[config.mk]
export PLATFORM = sky130hd
export DESIGN_NAME = cnn_pool
export DESIGN_NICKNAME = d
export VERILOG_FILES = /design/src/hdl/cnn_geom_pkg.sv /design/src/hdl/wb_bus_pkg.sv /design/src/hdl/cnn_pool.sv /design/src/hdl/conv_mac.sv /design/src/hdl/image_loader.sv /design/src/hdl/relu_pool.sv /design/src/hdl/result_writer.sv /design/src/hdl/window_scanner.sv
export SDC_FILE = /design/constraint.sdc
export NUM_CORES = 1
export LEC_CHECK = 0
export ABC_AREA = 1
export BUFFER_PORTS_ARGS = -buffer_cell sky130_fd_sc_hd__buf_2
export CORE_MARGIN = 2
export CORE_UTILIZATION = 62
export CTS_CLUSTER_SIZE = 28
export DETAILED_ROUTE_END_ITERATION = 10
export MAX_ROUTING_LAYER = met4
export PLACE_DENSITY = 0.79
export SLEW_MARGIN = 20
export SYNTH_ARGS = -nofsm -noshare
export SYNTH_HDL_FRONTEND = slang
export SYNTH_SLANG_ARGS = --single-unit
[constraint.sdc]
create_clock -name clk -period 7 [get_ports clk]
set_input_delay 0.7 -clock clk [delete_from_list [all_inputs] [get_ports clk]]
set_output_delay 0.7 -clock clk [all_outputs]
set_load 0.1 [all_outputs]
[src/hdl/cnn_geom_pkg.sv]
package cnn_geom_pkg;

    // default side of the square input image
    parameter int DEF_IMG_DIM = 8;

    // 3x3 kernel
    parameter int KERNEL_TAPS = 9;

    typedef logic        [7:0]  pixel_t;
    typedef logic signed [7:0]  weight_t;

    // nine products of 8x8 bits plus sign
    typedef logic signed [19:0] acc_t;

    typedef logic        [15:0] result_t;
    typedef logic        [3:0]  tap_idx_t;

endpackage

[src/hdl/wb_bus_pkg.sv]
package wb_bus_pkg;

    // each address holds one pixel or weight word
    typedef logic [15:0] wb_addr_t;
    typedef logic [15:0] wb_data_t;

endpackage

[src/hdl/cnn_pool.sv]
`timescale 1ns/1ps

module cnn_pool
    import cnn_geom_pkg::*, wb_bus_pkg::*;
#(
    parameter int IMG_DIM = DEF_IMG_DIM
)
(
    input  logic     clk,
    input  logic     reset,
    input  logic     i_start,
    input  wb_addr_t i_src_base,
    input  wb_addr_t i_dst_base,
    input  wb_data_t i_rd_dat,
    input  logic     i_rd_ack,
    input  logic     i_wr_ack,
    output logic     o_rd_cyc,
    output logic     o_rd_stb,
    output wb_addr_t o_rd_adr,
    output logic     o_wr_cyc,
    output logic     o_wr_stb,
    output logic     o_wr_we,
    output wb_addr_t o_wr_adr,
    output wb_data_t o_wr_dat,
    output logic     o_busy,
    output logic     o_done
);

    localparam int AW = $clog2(IMG_DIM * IMG_DIM);

    logic          load_done;
    logic [AW-1:0] buf_addr;
    pixel_t        buf_pixel;
    weight_t       weights [KERNEL_TAPS];
    logic          tap_valid;
    pixel_t        tap_pixel;
    tap_idx_t      tap_idx;
    logic          tap_last;
    logic          tap_pool_last;
    logic          sum_valid;
    acc_t          sum;
    logic          sum_pool_last;
    logic          res_valid;
    result_t       res;
    logic          queue_empty;

    image_loader #(.IMG_DIM(IMG_DIM)) u_loader (
        .clk         (clk),
        .reset       (reset),
        .i_start     (i_start),
        .i_src_base  (i_src_base),
        .i_rd_dat    (i_rd_dat),
        .i_rd_ack    (i_rd_ack),
        .i_buf_addr  (buf_addr),
        .i_job_done  (o_done),
        .o_rd_cyc    (o_rd_cyc),
        .o_rd_stb    (o_rd_stb),
        .o_rd_adr    (o_rd_adr),
        .o_busy      (o_busy),
        .o_load_done (load_done),
        .o_weights   (weights),
        .o_buf_pixel (buf_pixel)
    );

    window_scanner #(.IMG_DIM(IMG_DIM)) u_scanner (
        .clk             (clk),
        .reset           (reset),
        .i_load_done     (load_done),
        .i_buf_pixel     (buf_pixel),
        .i_queue_empty   (queue_empty),
        .o_buf_addr      (buf_addr),
        .o_tap_valid     (tap_valid),
        .o_tap_pixel     (tap_pixel),
        .o_tap_idx       (tap_idx),
        .o_tap_last      (tap_last),
        .o_tap_pool_last (tap_pool_last)
    );

    conv_mac u_mac (
        .clk             (clk),
        .reset           (reset),
        .i_weights       (weights),
        .i_tap_valid     (tap_valid),
        .i_tap_pixel     (tap_pixel),
        .i_tap_idx       (tap_idx),
        .i_tap_last      (tap_last),
        .i_tap_pool_last (tap_pool_last),
        .o_sum_valid     (sum_valid),
        .o_sum           (sum),
        .o_sum_pool_last (sum_pool_last)
    );

    relu_pool u_pool (
        .clk             (clk),
        .reset           (reset),
        .i_sum_valid     (sum_valid),
        .i_sum           (sum),
        .i_sum_pool_last (sum_pool_last),
        .o_res_valid     (res_valid),
        .o_res           (res)
    );

    result_writer #(.IMG_DIM(IMG_DIM)) u_writer (
        .clk           (clk),
        .reset         (reset),
        .i_start       (i_start),
        .i_dst_base    (i_dst_base),
        .i_res_valid   (res_valid),
        .i_res         (res),
        .i_wr_ack      (i_wr_ack),
        .o_wr_cyc      (o_wr_cyc),
        .o_wr_stb      (o_wr_stb),
        .o_wr_we       (o_wr_we),
        .o_wr_adr      (o_wr_adr),
        .o_wr_dat      (o_wr_dat),
        .o_queue_empty (queue_empty),
        .o_job_done    (o_done)
    );

endmodule

[src/hdl/conv_mac.sv]
`timescale 1ns/1ps

module conv_mac
    import cnn_geom_pkg::*;
(
    input  logic     clk,
    input  logic     reset,
    input  weight_t  i_weights [KERNEL_TAPS],
    input  logic     i_tap_valid,
    input  pixel_t   i_tap_pixel,
    input  tap_idx_t i_tap_idx,
    input  logic     i_tap_last,
    input  logic     i_tap_pool_last,
    output logic     o_sum_valid,
    output acc_t     o_sum,
    output logic     o_sum_pool_last
);

    acc_t product;
    logic first;

    // pixel zero-extended, weight sign-extended
    assign product = acc_t'(i_weights[i_tap_idx]) * acc_t'({1'b0, i_tap_pixel});

    always_ff @(posedge clk)
    begin
        if (reset)
        begin
            first           <= 1'b1;
            o_sum_valid     <= 1'b0;
            o_sum_pool_last <= 1'b0;
        end
        else
        begin
            o_sum_valid     <= i_tap_valid && i_tap_last;
            o_sum_pool_last <= i_tap_valid && i_tap_last && i_tap_pool_last;
            if (i_tap_valid)
            begin
                first <= i_tap_last;
            end
        end
    end

    // accumulator restarts on the tap after a ninth tap
    always_ff @(posedge clk)
    begin
        if (i_tap_valid)
        begin
            o_sum <= first ? product : o_sum + product;
        end
    end

endmodule

[src/hdl/image_loader.sv]
`timescale 1ns/1ps

module image_loader
    import cnn_geom_pkg::*, wb_bus_pkg::*;
#(
    parameter int IMG_DIM = DEF_IMG_DIM
)
(
    input  logic                               clk,
    input  logic                               reset,
    input  logic                               i_start,
    input  wb_addr_t                           i_src_base,
    input  wb_data_t                           i_rd_dat,
    input  logic                               i_rd_ack,
    input  logic [$clog2(IMG_DIM*IMG_DIM)-1:0] i_buf_addr,
    input  logic                               i_job_done,
    output logic                               o_rd_cyc,
    output logic                               o_rd_stb,
    output wb_addr_t                           o_rd_adr,
    output logic                               o_busy,
    output logic                               o_load_done,
    output weight_t                            o_weights [KERNEL_TAPS],
    output pixel_t                             o_buf_pixel
);

    localparam int NPIX = IMG_DIM * IMG_DIM;
    localparam int AW   = $clog2(NPIX);
    localparam int NRD  = KERNEL_TAPS + NPIX;
    localparam int CW   = $clog2(NRD);

    logic          rd_req;
    logic          rd_take;
    logic          rd_last;
    logic          job_go;
    logic [CW-1:0] rd_cnt;
    logic [AW-1:0] pix_addr;
    pixel_t        pix_mem [NPIX];

    assign o_rd_cyc = rd_req;
    assign o_rd_stb = rd_req;
    assign rd_take  = rd_req && i_rd_ack;
    assign rd_last  = (rd_cnt == CW'(NRD - 1));
    assign job_go   = i_start && !o_busy;

    // image words follow the nine weights
    assign pix_addr = AW'(rd_cnt - CW'(KERNEL_TAPS));

    always_ff @(posedge clk)
    begin
        if (reset)
        begin
            o_busy      <= 1'b0;
            rd_req      <= 1'b0;
            rd_cnt      <= '0;
            o_load_done <= 1'b0;
        end
        else
        begin
            o_load_done <= rd_take && rd_last;
            if (job_go)
            begin
                o_busy <= 1'b1;
                rd_req <= 1'b1;
                rd_cnt <= '0;
            end
            else if (i_job_done)
            begin
                o_busy <= 1'b0;
            end
            if (rd_take)
            begin
                rd_cnt <= rd_cnt + 1'b1;
                if (rd_last)
                begin
                    rd_req <= 1'b0;
                end
            end
        end
    end

    always_ff @(posedge clk)
    begin
        if (job_go)
        begin
            o_rd_adr <= i_src_base;
        end
        else if (rd_take)
        begin
            o_rd_adr <= o_rd_adr + 1'b1;
        end
    end

    // only the low byte of each word is kept
    always_ff @(posedge clk)
    begin
        if (rd_take)
        begin
            if (rd_cnt < CW'(KERNEL_TAPS))
            begin
                o_weights[tap_idx_t'(rd_cnt)] <= weight_t'(i_rd_dat[7:0]);
            end
            else
            begin
                pix_mem[pix_addr] <= i_rd_dat[7:0];
            end
        end
        o_buf_pixel <= pix_mem[i_buf_addr];
    end

endmodule

[src/hdl/relu_pool.sv]
`timescale 1ns/1ps

module relu_pool
    import cnn_geom_pkg::*;
(
    input  logic    clk,
    input  logic    reset,
    input  logic    i_sum_valid,
    input  acc_t    i_sum,
    input  logic    i_sum_pool_last,
    output logic    o_res_valid,
    output result_t o_res
);

    // magnitude bits of a non-negative sum
    localparam int MW = $bits(acc_t) - 1;
    localparam int RW = $bits(result_t);

    logic [MW-1:0] relu;
    logic [MW-1:0] run_max;
    logic [MW-1:0] blk_max;
    logic          first;

    assign relu    = i_sum[MW] ? '0 : i_sum[MW-1:0];
    assign blk_max = (first || (relu > run_max)) ? relu : run_max;

    always_ff @(posedge clk)
    begin
        if (reset)
        begin
            first       <= 1'b1;
            o_res_valid <= 1'b0;
        end
        else
        begin
            o_res_valid <= i_sum_valid && i_sum_pool_last;
            if (i_sum_valid)
            begin
                first <= i_sum_pool_last;
            end
        end
    end

    always_ff @(posedge clk)
    begin
        if (i_sum_valid)
        begin
            run_max <= blk_max;
        end
        if (i_sum_valid && i_sum_pool_last)
        begin
            // saturate to the 16 bit output range
            o_res <= (|blk_max[MW-1:RW]) ? '1 : blk_max[RW-1:0];
        end
    end

endmodule

[src/hdl/result_writer.sv]
`timescale 1ns/1ps

module result_writer
    import cnn_geom_pkg::*, wb_bus_pkg::*;
#(
    parameter int IMG_DIM = DEF_IMG_DIM
)
(
    input  logic     clk,
    input  logic     reset,
    input  logic     i_start,
    input  wb_addr_t i_dst_base,
    input  logic     i_res_valid,
    input  result_t  i_res,
    input  logic     i_wr_ack,
    output logic     o_wr_cyc,
    output logic     o_wr_stb,
    output logic     o_wr_we,
    output wb_addr_t o_wr_adr,
    output wb_data_t o_wr_dat,
    output logic     o_queue_empty,
    output logic     o_job_done
);

    localparam int NOUT = (IMG_DIM / 2) * (IMG_DIM / 2);
    localparam int NW   = $clog2(NOUT);

    result_t       queue [2];
    logic          wr_ptr;
    logic          rd_ptr;
    logic [1:0]    count;
    logic [1:0]    count_nxt;
    logic          wr_req;
    logic          pop;
    logic          active;
    logic          job_go;
    logic [NW-1:0] done_cnt;

    assign pop       = wr_req && i_wr_ack;
    assign count_nxt = count + 2'(i_res_valid) - 2'(pop);
    assign job_go    = i_start && !active;

    assign o_wr_cyc      = wr_req;
    assign o_wr_stb      = wr_req;
    assign o_wr_we       = wr_req;
    assign o_wr_dat      = wb_data_t'(queue[rd_ptr]);
    assign o_queue_empty = (count == 2'd0);

    always_ff @(posedge clk)
    begin
        if (reset)
        begin
            wr_req     <= 1'b0;
            wr_ptr     <= 1'b0;
            rd_ptr     <= 1'b0;
            count      <= '0;
            active     <= 1'b0;
            done_cnt   <= '0;
            o_job_done <= 1'b0;
        end
        else
        begin
            count      <= count_nxt;
            // head of queue stays on the bus until acked
            wr_req     <= (count_nxt != 2'd0);
            o_job_done <= pop && (done_cnt == NW'(NOUT - 1));
            if (i_res_valid)
            begin
                wr_ptr <= !wr_ptr;
            end
            if (pop)
            begin
                rd_ptr   <= !rd_ptr;
                done_cnt <= done_cnt + 1'b1;
            end
            if (job_go)
            begin
                active   <= 1'b1;
                done_cnt <= '0;
            end
            else if (o_job_done)
            begin
                active <= 1'b0;
            end
        end
    end

    always_ff @(posedge clk)
    begin
        if (i_res_valid)
        begin
            queue[wr_ptr] <= i_res;
        end
        if (job_go)
        begin
            o_wr_adr <= i_dst_base;
        end
        else if (pop)
        begin
            o_wr_adr <= o_wr_adr + 1'b1;
        end
    end

endmodule

[src/hdl/window_scanner.sv]
`timescale 1ns/1ps

module window_scanner
    import cnn_geom_pkg::*;
#(
    parameter int IMG_DIM = DEF_IMG_DIM
)
(
    input  logic                               clk,
    input  logic                               reset,
    input  logic                               i_load_done,
    input  pixel_t                             i_buf_pixel,
    input  logic                               i_queue_empty,
    output logic [$clog2(IMG_DIM*IMG_DIM)-1:0] o_buf_addr,
    output logic                               o_tap_valid,
    output pixel_t                             o_tap_pixel,
    output tap_idx_t                           o_tap_idx,
    output logic                               o_tap_last,
    output logic                               o_tap_pool_last
);

    localparam int LW = $clog2(IMG_DIM);
    localparam int BW = LW - 1;

    logic          running;
    logic          in_block;
    logic [BW-1:0] blk_row;
    logic [BW-1:0] blk_col;
    logic [1:0]    pos;
    logic [1:0]    k_row;
    logic [1:0]    k_col;
    tap_idx_t      tap;
    logic [LW:0]   nb_row;
    logic [LW:0]   nb_col;
    logic          win_last;
    logic          blk_last;
    logic          scan_last;
    logic          pad_d;

    // bit LW set means the neighbour falls outside the image
    assign nb_row = (LW+1)'({blk_row, pos[1]}) + (LW+1)'(k_row) - 1'b1;
    assign nb_col = (LW+1)'({blk_col, pos[0]}) + (LW+1)'(k_col) - 1'b1;

    assign o_buf_addr = {nb_row[LW-1:0], nb_col[LW-1:0]};

    assign win_last  = (k_row == 2'd2) && (k_col == 2'd2);
    assign blk_last  = win_last && (pos == 2'd3);
    assign scan_last = blk_last && (&blk_row) && (&blk_col);

    always_ff @(posedge clk)
    begin
        if (reset)
        begin
            running  <= 1'b0;
            in_block <= 1'b0;
            blk_row  <= '0;
            blk_col  <= '0;
            pos      <= '0;
            k_row    <= '0;
            k_col    <= '0;
            tap      <= '0;
        end
        else if (i_load_done)
        begin
            running <= 1'b1;
            blk_row <= '0;
            blk_col <= '0;
            pos     <= '0;
            k_row   <= '0;
            k_col   <= '0;
            tap     <= '0;
        end
        else if (in_block)
        begin
            // taps in row order, then positions tl, tr, bl, br
            tap   <= win_last ? '0 : tap + 1'b1;
            k_col <= (k_col == 2'd2) ? 2'd0 : k_col + 1'b1;
            if (k_col == 2'd2)
            begin
                k_row <= (k_row == 2'd2) ? 2'd0 : k_row + 1'b1;
            end
            if (win_last)
            begin
                pos <= pos + 1'b1;
            end
            if (blk_last)
            begin
                blk_col <= blk_col + 1'b1;
                if (&blk_col)
                begin
                    blk_row <= blk_row + 1'b1;
                end
                in_block <= !scan_last && i_queue_empty;
                running  <= !scan_last;
            end
        end
        else if (running && i_queue_empty)
        begin
            in_block <= 1'b1;
        end
    end

    // flags follow the buffer's one cycle read latency
    always_ff @(posedge clk)
    begin
        if (reset)
        begin
            o_tap_valid     <= 1'b0;
            o_tap_last      <= 1'b0;
            o_tap_pool_last <= 1'b0;
        end
        else
        begin
            o_tap_valid     <= in_block;
            o_tap_last      <= in_block && win_last;
            o_tap_pool_last <= in_block && blk_last;
        end
    end

    always_ff @(posedge clk)
    begin
        o_tap_idx <= tap;
        pad_d     <= nb_row[LW] || nb_col[LW];
    end

    assign o_tap_pixel = pad_d ? '0 : i_buf_pixel;

endmodule

==> flow_metrics.tcl <==
set metrics [dict create \
    post_layout_nonfiller_instances 3939 \
    worst-endpoint-required_ns 7.37 \
    worst_pin_slew_ns 1.12 \
    power.net_switching_uw 2190 \
    chipHeight_um 241 \
    i_o_pin_count 108 \
    wire_per_inst_um 20.9 \
    ctsLongestPathBuffers 3 \
    slew_headroom 0.255 \
    combinationalPowerShare 0.058 \
    route.detailed.drc 0 \
    critPathMaxStageDelay_ns 0.55 \
    ys_warn_count 0 \
    cts.clk_slew.worst_paths_ns 0.06 \
    hold_viol 0 \
    use_met3 0.0455 \
    via_count_of_the_first_global_routing_pass 23598 \
    synth_ff_type "sky130_fd_sc_hd__edfxtp_1" \
    crit_path_end_kind "flip-flop" \
    fin_ws_ns 0.398 \
    timing.critical_path.from_type "flip-flop" \
    internal_power_uw 7400 \
    postSynthNetCount 3264 \
    outcome "finished, final reports clean" \
    count_of_input_and_output_buffers 99 \
    grt.busiest_layer "met2" \
    first_iter_violations 2678 \
    dp_cells 3802 \
    globalplace.congestion 0.920 \
    die-area_um2 58000 \
    tritoncts "built" \
    grt_util_all_layers 0.295 \
    timing.final.crit_period_ns 6.60 \
    dpl_worst_slack_ns 0.196 \
    grt_antenna_before_repair 1 \
    power.switching_fraction 0.228 \
    cts-buffers-inserted 76 \
    grt_overflow_total 0 \
    vdd_drop_max_mv 0.242 \
    met1_resource_use_gr 0.366 \
    drive_gt1_frac 0.0928 \
    cts.root.buffer_cell "sky130_fd_sc_hd__clkbuf_16" \
    cp_max_fo 21 \
    filler_cell_count 3883 \
    design.core.area_um2 55300 \
    initial_core_utilization 0.629 \
    syn-instance-count 3067 \
    critical_path_class "flip-flop to flip-flop" \
    groute.layer.met2.usage 0.486 \
    first_pass_iters 6 \
    fmaxAchievable_mhz 151 \
    area_delta_synth_final_pct 10.2 \
    drv_cap 0 \
    layout.cells.most_common "sky130_fd_sc_hd__edfxtp_1" \
    async_reset_ff_frac 0 \
    pwr_density_cell_nw_per_um2 250 \
    via_density_per_instance 6.08 \
    finalSetupViolCount 0 \
    synth_sequential_area_ratio 0.641 \
    vias 23948 \
    synth.cell_area_um2 34800 \
    seqPwrFrac 0.526 \
    dpl.hpwl_mm 50.0 \
    relative_contribution_of_the_clock_network_to_total_power 0.416 \
    cts_sinks 762 \
    synthesis.area_per_instance_um2 11.3 \
    routed_wirelength_mm 82.2 \
    mostFrequentLayoutCells "703 x sky130_fd_sc_hd__edfxtp_1, 482 x sky130_fd_sc_hd__nor2_1, 356 x sky130_fd_sc_hd__nand2_1" \
    synth-edff-count 703 \
    leakage_component_of_the_power_uw 0.0142 \
    timing.critical_path.arrival_ns 6.97 \
    crit_slowest_cell "sky130_fd_sc_hd__fa_1" \
    htreeDepth 3 \
    synth_cell_type_count 55 \
    largest_net_degree_at_the_start_of_global_routing 178 \
    whs_ns 0.352 \
    core.rowCount 86 \
    critical-path-top-cell-by-count "sky130_fd_sc_hd__nand2_1" \
    ant_nets 0 \
    final_nets 3331 \
    die-width_um 241 \
    final-max-slew-violation-count 0 \
    fin_skew_ns 0.0310 \
    part_of_the_cycle_the_worst_path_needs 0.943 \
    clkLatencyLatePin_ns 0.63 \
    ys_seq_elements 762 \
    holdCritPathClass "input port to flip-flop" \
    global_route_wire_length_before_repair_mm 127 \
]
## cell families (layout without fill, tap and decap cells)
family	count (synthesis)	count (layout)	synth area share
simple gates	1056	1056	0.126
flops	762	762	0.641
compound gates	638	638	0.107
buf+inv	404	527	0.0487
fa+ha+maj	144	144	0.0604
xor+xnor	36	36	0.00906
mux	27	27	0.00834
other cells	0	1	0
## synthesized netlist by cell type (3+ instances only)
master                     instances  area share
sky130_fd_sc_hd__a21oi_1          64      0.0092
sky130_fd_sc_hd__o21ai_1          46      0.0066
sky130_fd_sc_hd__ha_1            104       0.037
sky130_fd_sc_hd__buf_1             7     0.00076
sky130_fd_sc_hd__nand4_1          34      0.0061
sky130_fd_sc_hd__or2_2             7      0.0013
sky130_fd_sc_hd__nand3_2           3     0.00086
sky130_fd_sc_hd__nand2_1         357       0.039
sky130_fd_sc_hd__edfxtp_1        703        0.61
sky130_fd_sc_hd__o31ai_1           3     0.00065
sky130_fd_sc_hd__o22ai_1          84       0.015
sky130_fd_sc_hd__dfxtp_1          59       0.034
sky130_fd_sc_hd__nor3_1           23      0.0033
sky130_fd_sc_hd__xnor2_1          13      0.0033
sky130_fd_sc_hd__mux2i_1          11      0.0032
sky130_fd_sc_hd__fa_1             40       0.023
sky130_fd_sc_hd__nand3_1         124       0.018
sky130_fd_sc_hd__nor2_2            5     0.00090
sky130_fd_sc_hd__buf_2            33      0.0047
sky130_fd_sc_hd__o32ai_1           3     0.00076
sky130_fd_sc_hd__clkinv_1          6     0.00065
sky130_fd_sc_hd__and2_1            4     0.00072
sky130_fd_sc_hd__a211oi_1          6      0.0013
sky130_fd_sc_hd__mux2_2           16      0.0052
sky130_fd_sc_hd__buf_6             9      0.0029
sky130_fd_sc_hd__nor2_1          482       0.052
sky130_fd_sc_hd__o21ai_0         307       0.044
sky130_fd_sc_hd__inv_1           253       0.027
sky130_fd_sc_hd__inv_2             3     0.00032
sky130_fd_sc_hd__o221ai_1         56       0.014
sky130_fd_sc_hd__xor2_1           23      0.0058
sky130_fd_sc_hd__nand2_2           4     0.00072
sky130_fd_sc_hd__o211ai_1         53       0.011
sky130_fd_sc_hd__clkbuf_1         73      0.0079
sky130_fd_sc_hd__o21bai_1          4     0.00086
sky130_fd_sc_hd__buf_4            18      0.0039
## layer usage
layer / up-vias / share of wire
li1: 11017 / -
met1: 11567 / 0.38
met2: 1135 / 0.50
met3: 229 / 0.079
met4: 0 / 0.041
met5: - / 0
## cell type report
| cell class | count | area (µm²) | area share |
|---|---|---|---|
| inverter | 262 | 988 | 0.0258 |
| sequential | 762 | 22300 | 0.581 |
| clock inverter | 25 | 329 | 0.00858 |
| antenna | 1 | 2.50 | 0.0000653 |
| timing repair buffer | 131 | 781 | 0.0204 |
| multi-input combinational | 1901 | 10900 | 0.284 |
| clock buffer | 109 | 2110 | 0.0550 |
| tap | 748 | 936 | 0.0244 |
## flip-flops by register name, indices dropped and copies added, names as in the netlist, 4 cells and up, named ones only
register,flops
u_writer.done_cnt,4
u_mac.o_sum,20
u_pool.run_max,19
u_scanner.tap,4
u_loader.o_weights,72
u_loader.pix_mem,512
u_loader.rd_cnt,7
u_writer.o_wr_adr,16
u_scanner.o_tap_idx,4
u_loader.o_rd_adr,16
u_writer.queue,32
u_loader.o_buf_pixel,8
u_pool.o_res,16
## critical path: cells and delay by family, from the launching register on
kind / cells / cell delay (ns)
adder cells (fa/ha/maj): 6 / 2.80
AND/OR/NAND/NOR: 17 / 1.87
AO/OA/AOI/OAI: 4 / 0.79
buffers and inverters: 6 / 0.53
flip-flops: 1 / 0.34
## through the flow
| stage | cell area (µm²) | setup TNS [ns] | util | power (µW) |
|---|---|---|---|---|
| 2_1_floorplan | 34800 | 0 | - | 5540 |
| 3_3_place_gp | 35800 | 0 | 0.647 | 5670 |
| 3_5_place_dp | 35800 | 0 | 0.648 | 5690 |
| 4_1_cts | 38300 | 0 | 0.692 | 9610 |
| 5_1_grt | 38300 | -0.0880 | 0.693 | 9820 |
| 6_report | 38300 | 0 | 0.693 | 9590 |
## final timing paths
kind                                        from                         endpoint  slack, ns  depth (start not counted)
setup / recovery  u_scanner.o_tap_idx[0]$_DFF_P_        u_mac.o_sum[19]$_DFFE_PP_       0.40                         33
hold / removal                    i_dst_base[14]  u_writer.o_wr_adr[14]$_DFFE_PP_       0.35                          3
setup reg to reg  u_scanner.o_tap_idx[0]$_DFF_P_        u_mac.o_sum[19]$_DFFE_PP_       0.40                         33
hold reg to reg    u_scanner.tap[2]$_SDFFE_PP0P_   u_scanner.o_tap_idx[2]$_DFF_P_       0.41                          0
## power groups by stage
stage / clock (µW) / sequential (µW) / combinational (µW)
after floorplan: 0 / 5320 / 217
after global placement: 0 / 5140 / 535
after detailed placement: 0 / 5140 / 545
after CTS: 4020 / 5050 / 549
after global routing: 4190 / 5050 / 587
final: 3990 / 5050 / 552
## what timing repair did
action                     in CTS  in global routing
hold buffers                    0                  0
setup endpoints to repair       0                  8
gates resized for setup         0                 18
setup buffers                   0                  2
(Power assumes the default switching activity.)
